==> src/sd_init_pkg.sv <==
// Shared constants, encodings and packed structs for the SD card identification controller
`default_nettype none

package sd_init_pkg;

    // Frame and timing constants
    localparam int SD_PREINIT_CLKS = 74;
    localparam int SD_RESP_TIMEOUT = 64;
    localparam int SD_CMD_BITS = 48;
    localparam int SD_R2_BITS = 136;
    // Start, transmitter, index and argument bits covered by CRC7
    localparam int SD_HDR_BITS = SD_CMD_BITS - 8;
    localparam int SD_CLKDIV_W = 8;
    localparam logic [23:0] SD_OCR_DEFAULT = 24'hFF8000;
    // x^7 + x^3 + 1
    localparam logic [6:0] SD_CRC7_POLY = 7'h09;

    typedef enum logic [5:0] {
        CMD0   = 6'd0,
        CMD2   = 6'd2,
        CMD3   = 6'd3,
        CMD8   = 6'd8,
        ACMD41 = 6'd41,
        CMD55  = 6'd55
    } sd_cmd_e;

    typedef enum logic [2:0] {
        RESP_R1,
        RESP_R2,
        RESP_R3,
        RESP_R6,
        RESP_R7
    } sd_resp_kind_e;

    typedef enum logic [1:0] {
        CMDERR_NONE,
        CMDERR_NO_RESP,
        CMDERR_CRC,
        CMDERR_INDEX
    } sd_cmd_err_e;

    typedef enum logic [2:0] {
        SDSTATE_PRE_INIT,
        SDSTATE_IDLE,
        SDSTATE_READY,
        SDSTATE_IDENT,
        SDSTATE_STBY,
        SDSTATE_INA
    } sd_state_e;

    typedef enum logic [2:0] {
        SDCARD_UNKNOWN,
        SDCARD_VER1X,
        SDCARD_VER2X_SC,
        SDCARD_VER2X_HC,
        SDCARD_UNUSABLE
    } sd_type_e;

    typedef struct packed {
        sd_cmd_e       cmd;
        logic [31:0]   arg;
        sd_resp_kind_e kind;
    } sd_cmd_req_t;

    typedef struct packed {
        logic [5:0]  cmd;
        logic [31:0] data;
        sd_cmd_err_e err;
    } sd_cmd_resp_t;

    typedef struct packed {
        sd_state_e   state;
        sd_type_e    sdtype;
        logic [15:0] rca;
    } sd_card_info_t;

endpackage

`default_nettype wire
==> src/sd_init_top.sv <==
// Top level of the SD identification controller, connecting divider, CMD line and FSM
`default_nettype none
`timescale 1ns/10ps

module sd_init_top
    import sd_init_pkg::*;
(
    input  wire logic                   i_clk,
    input  wire logic                   i_nrst,
    input  wire logic [SD_CLKDIV_W-1:0] i_clk_div,
    input  wire logic             [3:0] i_vhs,
    input  wire logic             [7:0] i_check_pattern,
    input  wire logic                   i_cmd,
    output logic                        o_sclk,
    output logic                        o_cmd,
    output logic                        o_cmd_dir,
    output sd_card_info_t               o_card_info,
    output logic                        o_init_done
);

    logic         sclk_rise;
    logic         sclk_fall;
    logic         req_valid;
    sd_cmd_req_t  req;
    logic         resp_done;
    sd_cmd_resp_t resp;

    sd_clk_div u_clk_div (
        .i_clk       (i_clk),
        .i_nrst      (i_nrst),
        .i_clk_div   (i_clk_div),
        .o_sclk      (o_sclk),
        .o_sclk_rise (sclk_rise),
        .o_sclk_fall (sclk_fall)
    );

    sd_cmd_line u_cmd_line (
        .i_clk       (i_clk),
        .i_nrst      (i_nrst),
        .i_sclk_rise (sclk_rise),
        .i_sclk_fall (sclk_fall),
        .i_req_valid (req_valid),
        .i_req       (req),
        .o_resp_done (resp_done),
        .o_resp      (resp),
        .i_cmd       (i_cmd),
        .o_cmd       (o_cmd),
        .o_cmd_dir   (o_cmd_dir)
    );

    sd_init_fsm u_init_fsm (
        .i_clk           (i_clk),
        .i_nrst          (i_nrst),
        .i_sclk_rise     (sclk_rise),
        .i_vhs           (i_vhs),
        .i_check_pattern (i_check_pattern),
        .o_req_valid     (req_valid),
        .o_req           (req),
        .i_resp_done     (resp_done),
        .i_resp          (resp),
        .o_card_info     (o_card_info),
        .o_init_done     (o_init_done)
    );

endmodule

`default_nettype wire

==> src/sd_init_fsm.sv <==
// Card identification sequence from pre-init through CMD3 with card state tracking
`default_nettype none
`timescale 1ns/10ps

module sd_init_fsm
    import sd_init_pkg::*;
(
    input  wire logic          i_clk,
    input  wire logic          i_nrst,
    input  wire logic          i_sclk_rise,
    input  wire logic    [3:0] i_vhs,
    input  wire logic    [7:0] i_check_pattern,
    output logic               o_req_valid,
    output sd_cmd_req_t        o_req,
    input  wire logic          i_resp_done,
    input  wire sd_cmd_resp_t  i_resp,
    output sd_card_info_t      o_card_info,
    output logic               o_init_done
);

    typedef enum logic [2:0] {
        STEP_PREINIT,
        STEP_CMD0,
        STEP_CMD8,
        STEP_CMD55,
        STEP_ACMD41,
        STEP_CMD2,
        STEP_CMD3,
        STEP_DONE
    } step_e;

    step_e       step;
    logic        wait_resp;
    logic        hcs;
    logic [6:0]  clkcnt;
    sd_cmd_req_t next_req;

    // Command, argument and expected response for the current step
    always_comb begin
        next_req = '{cmd: CMD0, arg: '0, kind: RESP_R1};
        case (step)
            STEP_CMD8: begin
                next_req = '{cmd: CMD8, arg: {20'h0, i_vhs, i_check_pattern}, kind: RESP_R7};
            end
            STEP_CMD55: begin
                next_req = '{cmd: CMD55, arg: '0, kind: RESP_R1};
            end
            STEP_ACMD41: begin
                next_req = '{cmd: ACMD41, arg: {1'b0, hcs, 6'h0, SD_OCR_DEFAULT},
                    kind: RESP_R3};
            end
            STEP_CMD2: begin
                next_req = '{cmd: CMD2, arg: '0, kind: RESP_R2};
            end
            STEP_CMD3: begin
                next_req = '{cmd: CMD3, arg: '0, kind: RESP_R6};
            end
            default: begin
            end
        endcase
    end

    always_ff @(posedge i_clk or negedge i_nrst) begin
        if (!i_nrst) begin
            step <= STEP_PREINIT;
            wait_resp <= 1'b0;
            hcs <= 1'b1;
            clkcnt <= '0;
            o_req_valid <= 1'b0;
            o_req <= '0;
            o_card_info <= '{state: SDSTATE_PRE_INIT, sdtype: SDCARD_UNKNOWN, rca: '0};
        end else begin
            o_req_valid <= 1'b0;
            if (wait_resp) begin
                if (i_resp_done) begin
                    wait_resp <= 1'b0;
                    if (o_req.cmd == CMD8 && i_resp.err == CMDERR_NO_RESP) begin
                        // Silent on CMD8 means a version 1.x card
                        o_card_info.sdtype <= SDCARD_VER1X;
                        hcs <= 1'b0;
                        step <= STEP_CMD55;
                    end else if (i_resp.err != CMDERR_NONE) begin
                        if (o_req.cmd == CMD0) begin
                            step <= STEP_CMD0;
                        end else begin
                            o_card_info.state <= SDSTATE_INA;
                            o_card_info.sdtype <= SDCARD_UNUSABLE;
                            step <= STEP_DONE;
                        end
                    end else begin
                        case (o_req.cmd)
                            CMD0: step <= STEP_CMD8;
                            CMD8: step <= STEP_CMD55;
                            CMD55: step <= STEP_ACMD41;
                            ACMD41: begin
                                // OCR bit 31 low while the card is still powering up
                                if (i_resp.data[31]) begin
                                    hcs <= i_resp.data[30];
                                    if (i_resp.data[30]) begin
                                        o_card_info.sdtype <= SDCARD_VER2X_HC;
                                    end else if (o_card_info.sdtype == SDCARD_UNKNOWN) begin
                                        o_card_info.sdtype <= SDCARD_VER2X_SC;
                                    end
                                    o_card_info.state <= SDSTATE_READY;
                                    step <= STEP_CMD2;
                                end else begin
                                    step <= STEP_CMD55;
                                end
                            end
                            CMD2: begin
                                o_card_info.state <= SDSTATE_IDENT;
                                step <= STEP_CMD3;
                            end
                            default: begin
                                o_card_info.rca <= i_resp.data[31:16];
                                o_card_info.state <= SDSTATE_STBY;
                                step <= STEP_DONE;
                            end
                        endcase
                    end
                end
            end else begin
                case (step)
                    STEP_PREINIT: begin
                        if (i_sclk_rise) begin
                            if (clkcnt == 7'(SD_PREINIT_CLKS - 1)) begin
                                o_card_info.state <= SDSTATE_IDLE;
                                step <= STEP_CMD0;
                            end else begin
                                clkcnt <= clkcnt + 7'd1;
                            end
                        end
                    end
                    STEP_DONE: begin
                    end
                    default: begin
                        o_req <= next_req;
                        o_req_valid <= 1'b1;
                        wait_resp <= 1'b1;
                    end
                endcase
            end
        end
    end

    // Stand-by and inactive are terminal for this sequence
    assign o_init_done = (o_card_info.state == SDSTATE_STBY)
        || (o_card_info.state == SDSTATE_INA);

endmodule

`default_nettype wire

==> src/sd_cmd_line.sv <==
// CMD line engine that sends 48-bit command frames and receives checked responses
`default_nettype none
`timescale 1ns/10ps

module sd_cmd_line
    import sd_init_pkg::*;
(
    input  wire logic         i_clk,
    input  wire logic         i_nrst,
    input  wire logic         i_sclk_rise,
    input  wire logic         i_sclk_fall,
    input  wire logic         i_req_valid,
    input  wire sd_cmd_req_t  i_req,
    output logic              o_resp_done,
    output sd_cmd_resp_t      o_resp,
    input  wire logic         i_cmd,
    output logic              o_cmd,
    output logic              o_cmd_dir
);

    typedef enum logic [2:0] {
        ST_IDLE,
        ST_TX,
        ST_RX_WAIT,
        ST_RX,
        ST_CHECK
    } line_state_e;

    line_state_e   state;
    logic [7:0]    cnt;
    logic [6:0]    tout;
    logic [5:0]    cmd_idx;
    sd_resp_kind_e kind;
    logic [39:0]   tx_sr;
    logic [45:0]   rx_sr;
    logic [6:0]    crc_tx;
    logic [6:0]    crc_rx;
    logic [7:0]    last_bit;
    logic          req_accept;
    logic          tx_hdr_bit;
    logic          rx_start;
    logic          rx_crc_bit;
    logic          timeout_hit;
    sd_cmd_err_e   chk_err;

    assign req_accept = (state == ST_IDLE) && i_req_valid;
    assign tx_hdr_bit = (state == ST_TX) && i_sclk_fall && (cnt < 8'(SD_HDR_BITS));
    assign rx_start = (state == ST_RX_WAIT) && i_sclk_rise && !i_cmd;
    assign rx_crc_bit = rx_start
        || ((state == ST_RX) && i_sclk_rise && (cnt < 8'(SD_HDR_BITS)));
    assign timeout_hit = (state == ST_RX_WAIT) && i_sclk_rise && i_cmd
        && (tout == 7'(SD_RESP_TIMEOUT - 1));
    assign last_bit = (kind == RESP_R2) ? 8'(SD_R2_BITS - 1) : 8'(SD_CMD_BITS - 1);

    sd_crc7 u_crc_tx (
        .i_clk   (i_clk),
        .i_nrst  (i_nrst),
        .i_clear (req_accept),
        .i_next  (tx_hdr_bit),
        .i_bit   (tx_sr[39]),
        .o_crc7  (crc_tx)
    );

    sd_crc7 u_crc_rx (
        .i_clk   (i_clk),
        .i_nrst  (i_nrst),
        .i_clear (req_accept),
        .i_next  (rx_crc_bit),
        .i_bit   (i_cmd),
        .o_crc7  (crc_rx)
    );

    // R3 carries all ones in place of index and CRC, R2 is only counted
    always_comb begin
        chk_err = CMDERR_NONE;
        if (kind == RESP_R1 || kind == RESP_R6 || kind == RESP_R7) begin
            if (rx_sr[7:1] != crc_rx) begin
                chk_err = CMDERR_CRC;
            end else if (rx_sr[45:40] != cmd_idx) begin
                chk_err = CMDERR_INDEX;
            end
        end
    end

    always_ff @(posedge i_clk or negedge i_nrst) begin
        if (!i_nrst) begin
            state <= ST_IDLE;
            cnt <= '0;
            tout <= '0;
            cmd_idx <= '0;
            kind <= RESP_R1;
            o_cmd <= 1'b1;
            o_cmd_dir <= 1'b0;
            o_resp_done <= 1'b0;
        end else begin
            o_resp_done <= 1'b0;
            case (state)
                ST_IDLE: begin
                    if (i_req_valid) begin
                        cmd_idx <= i_req.cmd;
                        kind <= i_req.kind;
                        cnt <= '0;
                        state <= ST_TX;
                    end
                end
                ST_TX: begin
                    if (i_sclk_fall) begin
                        cnt <= cnt + 8'd1;
                        if (cnt < 8'(SD_HDR_BITS)) begin
                            o_cmd <= tx_sr[39];
                        end else if (cnt < 8'(SD_CMD_BITS - 1)) begin
                            o_cmd <= crc_tx[3'(8'(SD_CMD_BITS - 2) - cnt)];
                        end else if (cnt == 8'(SD_CMD_BITS - 1)) begin
                            // End bit
                            o_cmd <= 1'b1;
                        end else begin
                            // End bit has had its full clock, release the line
                            o_cmd_dir <= 1'b1;
                            tout <= '0;
                            state <= ST_RX_WAIT;
                        end
                    end
                end
                ST_RX_WAIT: begin
                    if (rx_start) begin
                        cnt <= 8'd1;
                        state <= ST_RX;
                    end else if (timeout_hit) begin
                        o_cmd_dir <= 1'b0;
                        o_resp_done <= 1'b1;
                        state <= ST_IDLE;
                    end else if (i_sclk_rise) begin
                        tout <= tout + 7'd1;
                    end
                end
                ST_RX: begin
                    if (i_sclk_rise) begin
                        if (cnt == last_bit) begin
                            state <= ST_CHECK;
                        end else begin
                            cnt <= cnt + 8'd1;
                        end
                    end
                end
                default: begin
                    o_cmd_dir <= 1'b0;
                    o_resp_done <= 1'b1;
                    state <= ST_IDLE;
                end
            endcase
        end
    end

    // Frame and response payload
    always_ff @(posedge i_clk) begin
        if (req_accept) begin
            tx_sr <= {2'b01, i_req.cmd, i_req.arg};
        end else if (tx_hdr_bit) begin
            tx_sr <= {tx_sr[38:0], 1'b0};
        end
        if ((state == ST_RX) && i_sclk_rise) begin
            rx_sr <= {rx_sr[44:0], i_cmd};
        end
        if (timeout_hit) begin
            o_resp <= '{cmd: cmd_idx, data: '0, err: CMDERR_NO_RESP};
        end else if (state == ST_CHECK) begin
            o_resp <= '{cmd: rx_sr[45:40], data: rx_sr[39:8], err: chk_err};
        end
    end

    // The FSM waits for resp_done, so a request never lands on a busy line
    a_req_when_idle: assert property (
        @(posedge i_clk) disable iff (!i_nrst)
        i_req_valid |-> (state == ST_IDLE)
    );

endmodule

`default_nettype wire

==> src/sd_clk_div.sv <==
// SD clock divider producing the card clock and one-cycle strobes on its edges
`default_nettype none
`timescale 1ns/10ps

module sd_clk_div
    import sd_init_pkg::*;
(
    input  wire logic                   i_clk,
    input  wire logic                   i_nrst,
    input  wire logic [SD_CLKDIV_W-1:0] i_clk_div,
    output logic                        o_sclk,
    output logic                        o_sclk_rise,
    output logic                        o_sclk_fall
);

    logic [SD_CLKDIV_W-1:0] cnt;

    // Half period is i_clk_div + 1 cycles
    // The divisor reloads on each toggle
    always_ff @(posedge i_clk or negedge i_nrst) begin
        if (!i_nrst) begin
            cnt <= '0;
            o_sclk <= 1'b0;
            o_sclk_rise <= 1'b0;
            o_sclk_fall <= 1'b0;
        end else begin
            o_sclk_rise <= 1'b0;
            o_sclk_fall <= 1'b0;
            if (cnt == '0) begin
                cnt <= i_clk_div;
                o_sclk <= ~o_sclk;
                // Strobe marks the edge that o_sclk makes in this same cycle
                o_sclk_rise <= ~o_sclk;
                o_sclk_fall <= o_sclk;
            end else begin
                cnt <= cnt - 1'b1;
            end
        end
    end

    // Command line logic relies on exactly one edge action per cycle
    // Rise needs a high o_sclk and fall a low one, so they never coincide
    a_rise_marks_edge: assert property (
        @(posedge i_clk) disable iff (!i_nrst)
        o_sclk_rise |-> (o_sclk && !$past(o_sclk))
    );

    a_fall_marks_edge: assert property (
        @(posedge i_clk) disable iff (!i_nrst)
        o_sclk_fall |-> (!o_sclk && $past(o_sclk))
    );

endmodule

`default_nettype wire

==> src/sd_crc7.sv <==
// Bit-serial CRC7 over the command line, cleared per frame and stepped once per bit
`default_nettype none
`timescale 1ns/10ps

module sd_crc7
    import sd_init_pkg::*;
(
    input  wire logic       i_clk,
    input  wire logic       i_nrst,
    input  wire logic       i_clear,
    input  wire logic       i_next,
    input  wire logic       i_bit,
    output logic      [6:0] o_crc7
);

    logic feedback;

    assign feedback = i_bit ^ o_crc7[6];

    always_ff @(posedge i_clk or negedge i_nrst) begin
        if (!i_nrst) begin
            o_crc7 <= '0;
        end else if (i_clear) begin
            o_crc7 <= '0;
        end else if (i_next) begin
            o_crc7 <= {o_crc7[5:0], 1'b0} ^ ({7{feedback}} & SD_CRC7_POLY);
        end
    end

endmodule

`default_nettype wire

==> config.mk <==
export PLATFORM = sky130hd
export DESIGN_NAME = sd_init_top
export DESIGN_NICKNAME = d
export VERILOG_FILES = /design/src/sd_init_pkg.sv /design/src/sd_init_top.sv /design/src/sd_init_fsm.sv /design/src/sd_cmd_line.sv /design/src/sd_clk_div.sv /design/src/sd_crc7.sv
export SDC_FILE = /design/constraint.sdc
export NUM_CORES = 1
export LEC_CHECK = 0
export ABC_CLOCK_PERIOD_IN_PS = 6760
export BUFFER_PORTS_ARGS = -buffer_cell sky130_fd_sc_hd__clkbuf_2
export CORE_AREA = 2 2 164 166
export DETAILED_ROUTE_END_ITERATION = 16
export DIE_AREA = 0 0 166 168
export GPL_ROUTABILITY_DRIVEN = 0
export PLACE_DENSITY_LB_ADDON = 0.25
export SYNTH_ARGS = -nofsm -noshare
export SYNTH_HDL_FRONTEND = slang
export SYNTH_HIERARCHICAL = 1
export SYNTH_SLANG_ARGS = --single-unit
==> constraint.sdc <==
create_clock -name i_clk -period 6.76 [get_ports i_clk]
set_clock_uncertainty 0.2 [all_clocks]
set_input_delay 1.352 -clock i_clk [delete_from_list [all_inputs] [get_ports i_clk]]
set_output_delay 1.352 -clock i_clk [all_outputs]
set_load 0.02 [all_outputs]
Yosys cells after proc, flatten, opt, wreduce, memory -nomap -nowiden
Index checks and enable logic that the tools add are counted.
- bits in registers: 251
- bits in latches: 0
- memory bits (writable): 0
- ROM bits: 0
- output and inout port bits: 26
- memories kept: 0
- add/subtract/negate cells: 5
- multipliers: 0
- divide/modulo/power cells: 0
- magnitude comparators: 3
- equal/unequal tests: 47
- shifts and indexed selects: 0
- mux-type cells: 85
- bitwise operators: 12
- reductions and logical operators: 53
- operators with widths (cell ; count):
    41-bit case mux with 5 select lines ; 1
    7-bit two-way mux ; 11
    38-bit two-way mux ; 2
    3-bit two-way mux ; 24
    8-bit two-way mux ; 7
    16-bit two-way mux ; 3
    8-bit case mux with 4 select lines ; 1
    3-bit == test, second input constant ; 8
    2-bit != test, second input constant ; 12
    8-bit AND reduction ; 3
    1-bit two-way mux ; 22
    22-bit two-way mux ; 1
    6-bit two-way mux ; 3
    2-bit nonzero test ; 9
    8-bit by 6-bit < comparator with 1-bit output, second input constant ; 2
    3-bit by 2-bit == test with 1-bit output, second input constant ; 5
    3-bit case mux with 5 select lines ; 1
    7-bit by 1-bit adder with 7-bit output, second input constant ; 2
    7-bit case mux with 2 select lines ; 1
    7-bit by 4-bit bitwise XOR with 7-bit output ; 2
    6-bit == test, second input constant ; 2
    3-bit logical NOT ; 4
    3-bit case mux with 4 select lines ; 1
    6-bit AND reduction ; 2
    other kinds (41) ; 76

Logic depth before layout (Yosys ltp)
Gate-level depths: netlist of run 1.
- depth after elaboration: 9
- gate-level depth with buffers: 9

Modules after synthesis
The synthesis of run 1 kept the hierarchy.
- by module, submodules not included (module ; times used ; cells an instance ; area each (µm²)):
    sd_cmd_line ; 1 ; 586 ; 6292.3
    sd_init_fsm ; 1 ; 266 ; 2847.7
    sd_crc7 ; 2 ; 28 ; 307.8
    sd_clk_div ; 1 ; 49 ; 520.5

Worst setup path after synthesis of run 1
No wires, ideal clock.
- path type: register to register
- start point: register u_cmd_line.state[1]
- end point: register u_cmd_line.tx_sr[0] (enable)
- library setup time: 396 ps
- arrival time: 2191 ps
- data required time: 6164 ps
- slack: 3973 ps
- cell stages (with the launch flop): 7
- path buffers: 3
- cell sequence: dfrtp_1 > nand2b_1 > or3_1 > clkbuf_1 > clkbuf_1 > clkbuf_1 > nand2_1
- cells in the longest elaborated chain, start to end: 4
- ends and longest elaborated chain (element ; RTL line ; text):
    start, declared ; sd_cmd_line.sv:29 ; line_state_e state;
    start signal, assigned ; sd_cmd_line.sv:87 ; state <= ST_IDLE;
    start signal, assigned ; sd_cmd_line.sv:103 ; state <= ST_TX;
    start signal, assigned ; sd_cmd_line.sv:120 ; state <= ST_RX_WAIT;
    3-bit by 1-bit == test with 1-bit output ; sd_cmd_line.sv:47 ; assign tx_hdr_bit = (state == ST_TX) && i_sclk_fall && (cnt < 8'(SD_HDR_BITS));
    1-bit logical AND (2 in series) ; sd_cmd_line.sv:47 ;
    2-bit nonzero test (no source line) * ; - ;
    end signal, assigned ; sd_cmd_line.sv:157 ; tx_sr <= {2'b01, i_req.cmd, i_req.arg};
    end signal, assigned ; sd_cmd_line.sv:159 ; tx_sr <= {tx_sr[38:0], 1'b0};
    end, declared ; sd_cmd_line.sv:34 ; logic [39:0] tx_sr;
Every way passes the cells marked *; elsewhere a longest branch is shown, timed or not.
A chain may end at the register's enable or synchronous reset.

Worst setup path in the final report of run 1
- start point: register u_cmd_line.state[1]
- end point: register u_cmd_line.u_crc_rx.o_crc7[3]
- cells in the longest elaborated chain, start to end: 5
- ends and longest elaborated chain (element ; RTL line ; text):
    3-bit by 2-bit == test with 1-bit output, on equally long branches ; sd_cmd_line.sv:48, sd_cmd_line.sv:50 ;
    1-bit logical AND, on equally long branches (2 in series) ; sd_cmd_line.sv:48, sd_cmd_line.sv:50 ;
    1-bit logical OR ; sd_cmd_line.sv:50 ; || ((state == ST_RX) && i_sclk_rise && (cnt < 8'(SD_HDR_BITS)));
    2-bit nonzero test (no source line) ; - ;
    end signal, assigned ; sd_crc7.sv:26 ; o_crc7 <= {o_crc7[5:0], 1'b0} ^ ({7{feedback}} & SD_CRC7_POLY);
    end, declared ; sd_crc7.sv:13 ; output logic [6:0] o_crc7
Parallel ways exist; a longest one is shown, timed or not.

==> results of run 1 <==
[metrics by stage]
stage	std cells	utilization, %
2_1_floorplan	887	-
3_3_place_gp	1219	37.6
3_5_place_dp	1219	37.6
4_1_cts	1263	40.4
5_1_grt	1263	40.4
6_report	1263	40.4
[power breakdown]
group | internal (µW) | total [µW] | switching [µW]
registers | 1380 | 1420 | 33.3
clock network | 676 | 1190 | 515
logic | 49.9 | 115 | 65.4
total | 2110 | 2720 | 613
[registers in the layout, summed over array words and instances, names as in the netlist, 3 cells and up]
name / cells
u_init_fsm/step: 3
u_cmd_line/cmd_idx: 6
u_clk_div/cnt: 8
u_init_fsm/o_req: 22
u_cmd_line/u_crc_tx/o_crc7: 7
u_cmd_line/tout: 7
u_init_fsm/clkcnt: 7
u_cmd_line/kind: 3
u_cmd_line/rx_sr: 46
u_cmd_line/o_resp: 18
u_init_fsm/o_card_info: 22
u_cmd_line/state: 3
u_cmd_line/tx_sr: 40
u_cmd_line/u_crc_rx/o_crc7: 7
u_cmd_line/cnt: 8
[routing by layer]
layer	vias up	global-route usage, %
met1	2999	19.0
li1	3097	-
met5	-	0
met4	0	3.55
met3	19	2.28
met2	88	21.1
[final timing paths]
kind | startpoint | endpoint | slack (ns) | cells after the start
setup / recovery | u_cmd_line/state[1] | u_cmd_line/u_crc_rx/o_crc7[3] | 3.96 | 6
hold / removal | u_cmd_line/rx_sr[17] | u_cmd_line/rx_sr[18] | 0.22 | 0
setup reg to reg | u_cmd_line/state[1] | u_cmd_line/u_crc_rx/o_crc7[3] | 3.96 | 6
hold reg to reg | u_cmd_line/rx_sr[17] | u_cmd_line/rx_sr[18] | 0.22 | 0
max in group asynchronous | i_nrst | u_cmd_line/kind[1] | 4.36 | 2
min in group asynchronous | i_nrst | u_clk_div/cnt[7] | 0.66 | 1
[placed cells by master, fill, tap and decap left out, types with 20 or more instances in the layout]
cell type	n
clkbuf_16	24
nor2_1	55
edfxtp_1	84
dfrtp_1	110
nand2_1	208
dfxtp_1	20
o21ai_0	42
a21oi_1	29
clkbuf_2	47
[final cells by class]
class | instances | area, µm²
tap | 341 | 427
sequential | 216 | 5730
inverter | 17 | 63.8
timing repair buffer | 53 | 280
clock buffer | 34 | 648
multi-input combinational | 592 | 3410
clock inverter | 10 | 81.3
fill | 2538 | 15700
==> flow_summary_export.csv, run 1 <==
group,metric,value,unit
clocking,cts_sinks,216,
floorplan,die_x,166,µm
routing,viasPerCell,4.91,
outcome,outcome,"finished, final reports clean",
routing,wl_met1,9080,µm
floorplan,coreArea,0.0264,mm²
power,power.leakage,0.00445,µW
critical_path,max_stage_delay,0.80,ns
power,power.total,2720,µW
clocking,cts_buffer_depth,3,
layout,final_cell_area,0.0106,mm²
synthesis,synthesis.instances,878,
floorplan,start_util,36.1,%
grt,globalRouteOverflowTotal,0,
placed_design,dpl-instance-area,0.00991,mm²
sta,max_freq,357,MHz
floorplan,fp-row-count,60,
routing,drt_wl_total,18300,µm
synthesis,avgSynthCellArea,10.8,µm²
critical_path,critPathArrivalTime,3.00,ns
critical_path,end_kind,"flip-flop",
sta,slew-limit-headroom,30.6,%
critical_path,crit_family,"buffers and inverters",
clocking,htreeDepth,1,
min_path,hold_class,"flip-flop to flip-flop",
routing,met2_length,8220,µm
grt,grt_max_degree,63,
routing,vias,6203,
placed_design,place_hpwl,11500,µm
sta,holdWs,0.218,ns
clocking,clk_pin_slew,0.06,ns
critical_path,worstSetupPathType,"flip-flop to flip-flop",
layout,antenna_cells,0,
sta,worst_slack,3.96,ns
routing,wl_met3,750,µm
sta,finalHoldViolCount,0,
grt,grtUsageTotal,13.3,%
sta,fin_crit_sh,41.5,%
critical_path,start_kind,"flip-flop",
routing,drc,0,
layout,nets,932,
sta,min_period,2.80,ns
sta,slew_violations,0,
critical_path,worst-path-buf-inv,2,
grt,grt_antenna_before_repair,0,
critical_path,cp_cell_sequence,"nand2b_1, or3_1, buf_4, inv_2, nand4b_1, o211ai_1",
layout,drive_gt1_share,13.7,%
layout,area_growth,11.8,%
sta,setup_violations,0,
routing,firstDrtPassIters,4,
sta,tns,0,ns
synthesis,ys_warn_count,6,
clocking,post-cts-setup-buffer-count,0,
routing,ant_nets,0,
power,power-per-cell-area,256,mW/mm²
sta,rsz0062_at_grt,"false",
clocking,clkLatencyLatePin,0.52,ns
clocking,ctsResizeCount,0,
clocking,ctsHoldBuffers,0,
synthesis,syn_area,0.00951,mm²
grt,grt_pass1_wl,31400,µm
floorplan,die_h,168,µm
routing,drt_iter0_drc,404,
clocking,cts_tree,"yes",
critical_path,cp.required,6.96,ns
sta,worst_pin_slew,1.04,ns
power,ir_worst_vdd,0.169,mV
placed_design,dp_slack,3.72,ns
floorplan,num_io_pins,49,
routing,wl_per_cell,14.5,µm
floorplan,die-area,0.0279,mm²
routing,highest_layer,"met4",
placed_design,io_buffers,48,
critical_path,crit_path_top_delay_cell,"inv_2",
critical_path,crit_path_max_fanout,60,
run,maxCapViolations,0,
clocking,cts_inserted_buffers,24,
clocking,cts_root_buf,"clkbuf_16",
grt,grt_pass1_vias,6083,
No activity file was read; power rests on OpenSTA's default activity.
==> run 2, diff against run 1 <==
--- a/config.mk
+++ b/config.mk
@@ -5,7 +5,7 @@
 export SDC_FILE = /design/constraint.sdc
 export NUM_CORES = 1
 export LEC_CHECK = 0
-export ABC_CLOCK_PERIOD_IN_PS = 6760
+export ABC_CLOCK_PERIOD_IN_PS = 2200
 export BUFFER_PORTS_ARGS = -buffer_cell sky130_fd_sc_hd__clkbuf_2
 export CORE_AREA = 2 2 164 166
 export DETAILED_ROUTE_END_ITERATION = 16
==> constraint.sdc (replaced) <==
create_clock -name i_clk -period 2.2 [get_ports i_clk]
set_clock_uncertainty 0.2 [all_clocks]
set_input_delay 0.44 -clock i_clk [delete_from_list [all_inputs] [get_ports i_clk]]
set_output_delay 0.44 -clock i_clk [all_outputs]
set_load 0.02 [all_outputs]
==> run 2 against run 1 <==
Against the previous run: total power rose to 3.2 times the previous value; worst hold slack got worse by 0.18 ns; core utilization increased by 3.0 points; clock-buffer cell count down 1; non-clock buffer count up 75; final cell count is 5.9% higher; worst setup slack worse by 3.9 ns; critical path depth is 1 lower; critical path type unchanged; critical endpoint is now u_init_fsm/o_card_info[19]; largest cell class unchanged; largest power group unchanged.
==> flow_summary_export.csv, run 2 (synthesis gave the netlist of run 1 again) <==
group,metric,value,unit
sta,rsz0062_at_grt,"false",
layout,reg_top3,"u_cmd_line/rx_sr (46), u_cmd_line/tx_sr (40)",
critical_path,crit_path_max_fanout,3,
critical_path,crit_family,"simple AND/OR/NAND/NOR gates",
outcome,outcome,"finished, final reports clean",
routing,drc,0,
critical_path,critPathArrivalTime,2.31,ns
layout,nets,1007,
clocking,cts_sinks,216,
clocking,cts_root_buf,"clkbuf_16",
floorplan,start_util,36.1,%
sta,finalHoldViolCount,0,
min_path,hold_class,"input pin to flip-flop",
layout,postLayoutCoreUtil,43.4,%
placed_design,place_hpwl,12500,µm
routing,vias,6574,
clocking,clkLatencyLatePin,0.51,ns
clocking,cts_tree,"yes",
clocking,cts_inserted_buffers,24,
routing,drt_wl_total,18800,µm
critical_path,worst-path-buf-inv,0,
sta,holdWs,0.0341,ns
clocking,cts_buffer_depth,3,
layout,max_flop_register,"u_cmd_line/rx_sr",
grt,grt_max_degree,45,
layout,largest_register_ffs,46,
grt,grt_pass1_wl,31900,µm
clocking,htreeDepth,1,
sta,min_period,2.12,ns
sta,tns,0,ns
floorplan,fp-row-count,60,
sta,max_freq,472,MHz
sta,slew_violations,0,
layout,final_common_cell,"nand2_1",
critical_path,worstSetupPathType,"flip-flop to flip-flop",
floorplan,die-area,0.0279,mm²
power,ir_worst_vdd,0.514,mV
grt,grt_pass1_vias,6348,
critical_path,cp.required,2.39,ns
critical_path,start_kind,"flip-flop",
run,maxCapViolations,0,
critical_path,max_stage_delay,0.55,ns
layout,final_cell_area,0.0114,mm²
critical_path,cp_cell_sequence,"or4b_1, or2_1, o21ai_4, nand3b_4, mux2_4",
routing,viasPerCell,4.91,
layout,drive_gt1_share,18.5,%
grt,globalRouteOverflowTotal,0,
layout,fill_cells,2489,
layout,area_growth,20.1,%
floorplan,die_x,166,µm
power,power-per-cell-area,758,mW/mm²
clocking,clk_pin_slew,0.06,ns
placed_design,dpl-instance-area,0.0104,mm²
floorplan,coreArea,0.0264,mm²
grt,grtUsageTotal,13.6,%
layout,antenna_cells,0,
power,power.leakage,0.00486,µW
routing,drt_iter0_drc,383,
routing,firstDrtPassIters,5,
critical_path,end_kind,"flip-flop",
placed_design,io_buffers,48,
layout,final_cell_mix,"nand2_1 (207), dfrtp_1 (110), edfxtp_1 (84)",
sta,setup_violations,0,
routing,wl_per_cell,14.1,µm
floorplan,num_io_pins,49,
floorplan,die_h,168,µm
grt,grt_antenna_before_repair,0,
critical_path,crit_path_top_delay_cell,"or4b_1",
routing,ant_nets,0,
sta,fin_crit_sh,96.4,%
[run 2: changes by cell type in the layout (fill, tap and decap cells not counted), sizes merged]
| cell | before | now |
|---|---|---|
| buf | 6 | 62 |
| bufinv | 0 | 2 |
| clkbuf | 81 | 80 |
| clkinv | 8 | 9 |
| clkinvlp | 1 | 0 |
| dlygate4sd3 | 0 | 19 |
| inv | 18 | 17 |
[run 2: layout make-up]
cell class | count | area, µm² | share of cell area [%]
sequential | 216 | 5730 | 50.1
multi-input combinational | 592 | 3450 | 30.2
timing repair buffer | 128 | 991 | 8.67
clock buffer | 33 | 666 | 5.83
tap | 341 | 427 | 3.73
clock inverter | 11 | 98.8 | 0.865
inverter | 17 | 63.8 | 0.559
[run 2: path summary, 6_finish.rpt]
kind	start	end	slack (ns)	cells after the start
worst min-delay path	i_clk_div[5]	u_clk_div/cnt[5]	0.03	3
max in group asynchronous	i_nrst	u_init_fsm/hcs	0.99	3
min in group asynchronous	i_nrst	u_init_fsm/o_card_info[6]	0.17	2
worst max register to register	u_init_fsm/clkcnt[4]	u_init_fsm/o_card_info[19]	0.08	5
worst min register to register	u_cmd_line/rx_sr[23]	u_cmd_line/rx_sr[24]	0.22	0
worst max-delay path	u_init_fsm/clkcnt[4]	u_init_fsm/o_card_info[19]	0.08	5
[run 2: report_power, final]
part	internal, µW	total (µW)	switching, µW
clock network	2340	3870	1530
registers	4250	4350	92.7
logic	213	438	225
[run 2: worst reg2reg max path: stages, from the launching register on]
cell and delay [ns]:
dfrtp_1 0.39, or4b_1 0.55, or2_1 0.27, o21ai_4 0.18
nand3b_4 0.11, mux2_4 0.30
[run 2: through the flow]
stage / std cells / worst slack (ns) / total power [µW]
detailed placement: 1272 / 0.0428 / 4840
global route: 1338 / 0.00839 / 9000
floorplan: 887 / 0.0244 / 4680
finish: 1338 / 0.0800 / 8660
global placement: 1272 / 0.0563 / 4830
CTS: 1335 / 0.0305 / 8800
[run 2: what timing repair did]
item / CTS / global route
hold endpoints to repair: 104 / 0
setup buffers: 0 / 3
endpoints found under the setup margin: 0 / 9
hold buffers: 19 / 0
gates resized for setup: 0 / 5
[run 2: routing by layer]
metal | share of wire [%] | vias up | track usage (%)
li1 | - | 3250 | -
met1 | 51 | 3182 | 20.0
met2 | 43 | 107 | 21.0
met3 | 3.5 | 35 | 1.90
met4 | 2.4 | 0 | 4.05
met5 | 0 | - | 0
==> run 3, diff against run 2 <==
--- a/config.mk
+++ b/config.mk
@@ -5,13 +5,15 @@
 export SDC_FILE = /design/constraint.sdc
 export NUM_CORES = 1
 export LEC_CHECK = 0
+export ABC_AREA = 1
 export ABC_CLOCK_PERIOD_IN_PS = 2200
 export BUFFER_PORTS_ARGS = -buffer_cell sky130_fd_sc_hd__clkbuf_2
-export CORE_AREA = 2 2 164 166
+export CORE_AREA = 2 2 168 170
 export DETAILED_ROUTE_END_ITERATION = 16
-export DIE_AREA = 0 0 166 168
+export DIE_AREA = 0 0 170 172
 export GPL_ROUTABILITY_DRIVEN = 0
 export PLACE_DENSITY_LB_ADDON = 0.25
+export SKIP_LAST_GASP = 1
 export SYNTH_ARGS = -nofsm -noshare
 export SYNTH_HDL_FRONTEND = slang
 export SYNTH_HIERARCHICAL = 1
==> run 3 against run 2 <==
Against the previous run: worst hold slack hardly changed; combinational power is 53% lower; global-route usage is 0.44 points higher; worst setup slack better by 0.076 ns; total power is 2.4% higher; register-to-register slack better by 0.08 ns; wire length is 4.4% higher; core utilization is 0.72 points lower; first-iteration DRC count is 6.0% higher; largest power group is now the clock network.
==> flow_summary_export.csv, run 3 <==
group,metric,value,unit
floorplan,die_x,170,µm
sta,min_period,2.04,ns
critical_path,crit_path_top_delay_cell,"dfrtp_1",
power,power.leakage,0.00538,µW
sta,setup_violations,0,
clocking,clkLatencyLatePin,0.51,ns
routing,drc,0,
clocking,clk_pin_slew,0.06,ns
min_path,hold_class,"input pin to flip-flop",
critical_path,crit_family,"simple AND/OR/NAND/NOR gates",
sta,holdWs,0.0345,ns
layout,final_cell_area,0.0117,mm²
sta,slew_violations,0,
clocking,cts_root_buf,"clkbuf_16",
grt,grt_max_degree,50,
power,ir_worst_vdd,0.478,mV
routing,wl_per_cell,13.0,µm
outcome,outcome,"finished, final reports clean",
critical_path,critPathArrivalTime,2.04,ns
floorplan,fp-row-count,61,
layout,fill_cells,2660,
power,combinationalPowerShare,2.3,%
sta,max_freq,489,MHz
critical_path,worstSetupPathType,"flip-flop to flip-flop",
layout,final_common_cell,"nand2_1",
power,power.total,8860,µW
layout,antenna_cells,0,
synthesis,avgSynthCellArea,9.32,µm²
placed_design,dp_slack,0.190,ns
floorplan,num_io_pins,49,
routing,viasPerCell,4.63,
floorplan,die-area,0.0292,mm²
layout,nets,1172,
synthesis,synthesis.instances,1071,
placed_design,io_buffers,48,
routing,vias,6981,
sta,rsz0062_at_grt,"false",
power,p_sw,1760,µW
layout,drive_gt1_share,18.5,%
sta,tns,0,ns
sta,worst_slack,0.156,ns
synthesis,syn_area,0.00998,mm²
clocking,htreeDepth,1,
critical_path,crit_path_max_fanout,38,
sta,finalHoldViolCount,0,
routing,drt_iter0_drc,406,
power,power-per-cell-area,757,mW/mm²
clocking,cts_tree,"yes",
synthesis,ys_warn_count,6,
grt,grtUsageTotal,14.0,%
run,maxCapViolations,0,
routing,drt_wl_total,19700,µm
layout,reg_top3,"u_cmd_line/rx_sr (46), u_cmd_line/tx_sr (40)",
power,p_int,7110,µW
critical_path,max_stage_delay,0.49,ns
critical_path,rr_worst_depth,6,
floorplan,start_util,36.3,%
critical_path,cp_cell_sequence,"inv_2, nand2_1, nor2_2, nand4_1, nand2_4, buf_12",
grt,grt_pass1_wl,33900,µm
critical_path,worst-path-buf-inv,2,
layout,max_flop_register,"u_cmd_line/rx_sr",
power,clkPwrFrac,50.0,%
grt,globalRouteOverflowTotal,0,
power,netSwitchingFraction,19.8,%
critical_path,cp.required,2.20,ns
routing,firstDrtPassIters,5,
clocking,cts_inserted_buffers,25,
critical_path,path_depth,6,
layout,area_growth,17.4,%
clocking,post-cts-setup-buffer-count,0,
clocking,cts_sinks,216,
critical_path,end_kind,"flip-flop",
sta,fin_crit_sh,92.9,%
layout,largest_register_ffs,46,
routing,ant_nets,0,
placed_design,dpl-instance-area,0.0106,mm²
floorplan,coreArea,0.0275,mm²
floorplan,die_h,172,µm
power,seqPwrFrac,47.7,%
critical_path,start_kind,"flip-flop",
min_path,holdPathStages,1,
clocking,cts_buffer_depth,3,
layout,final_cell_mix,"nand2_1 (324), dfrtp_1 (110), inv_1 (100)",
grt,grt_pass1_vias,7019,
placed_design,place_hpwl,13200,µm
grt,grt_antenna_before_repair,0,
[run 3: timing repair]
| item | 4_1_cts | 5_1_grt |
|---|---|---|
| hold buffers | 21 | 0 |
| hold endpoints to repair | 48 | 0 |
| endpoints found under the setup margin | 0 | 1 |
| resized for setup | 0 | 1 |
[run 3: path summary, 6_finish.rpt]
kind	slack (ns)	endpoint	startpoint
min	0.03	u_cmd_line/rx_sr[0]	i_cmd
max reg2reg	0.16	u_cmd_line/tx_sr[30]	u_cmd_line/state[2]
max	0.16	u_cmd_line/tx_sr[30]	u_cmd_line/state[2]
min in group asynchronous	0.24	u_init_fsm/o_card_info[8]	i_nrst
min reg2reg	0.21	u_cmd_line/rx_sr[10]	u_cmd_line/rx_sr[9]
max in group asynchronous	0.98	u_init_fsm/hcs	i_nrst
[run 3: power groups by stage]
| stage | clock network, µW | registers, µW | logic (µW) |
|---|---|---|---|
| 3_5_place_dp | 0 | 4300 | 177 |
| 4_1_cts | 4560 | 4220 | 208 |
| 5_1_grt | 4720 | 4230 | 238 |
| 6_report | 4430 | 4220 | 204 |
| 3_3_place_gp | 0 | 4300 | 175 |
| 2_1_floorplan | 0 | 4300 | 95.8 |
[run 3: final cells by class]
type                            instances  area [µm²]  share of cell area, %
Timing Repair Buffer                   88         708                   6.05
Clock buffer                           30         654                   5.59
Inverter                              122         458                   3.91
Tap cell                              346         433                   3.70
Clock inverter                         15         230                   1.97
Multi-Input combinational cell        691        3500                   29.9
Sequential cell                       216        5730                   48.9
[run 3: per-layer routing]
metal	up-vias	part of all wire (%)	track usage, %
met5	-	0	0
met2	114	46	23.4
met3	35	3.1	1.99
met4	0	2.1	3.83
li1	3597	-	-
met1	3235	49	19.2
[run 3: worst reg2reg max path, delay by kind of cell, from the launching register on]
family	cells	cell delay, ns
buffers and inverters	2	0.34
DFF	1	0.49
and+or+nand+nor	4	0.69
[run 3: per-stage QoR]
step | utilization [%] | std cells
finish | 42.6 | 1508
global route | 42.6 | 1508
CTS | 42.6 | 1508
detailed placement | 38.6 | 1442
global placement | 38.6 | 1442
floorplan | - | 1080
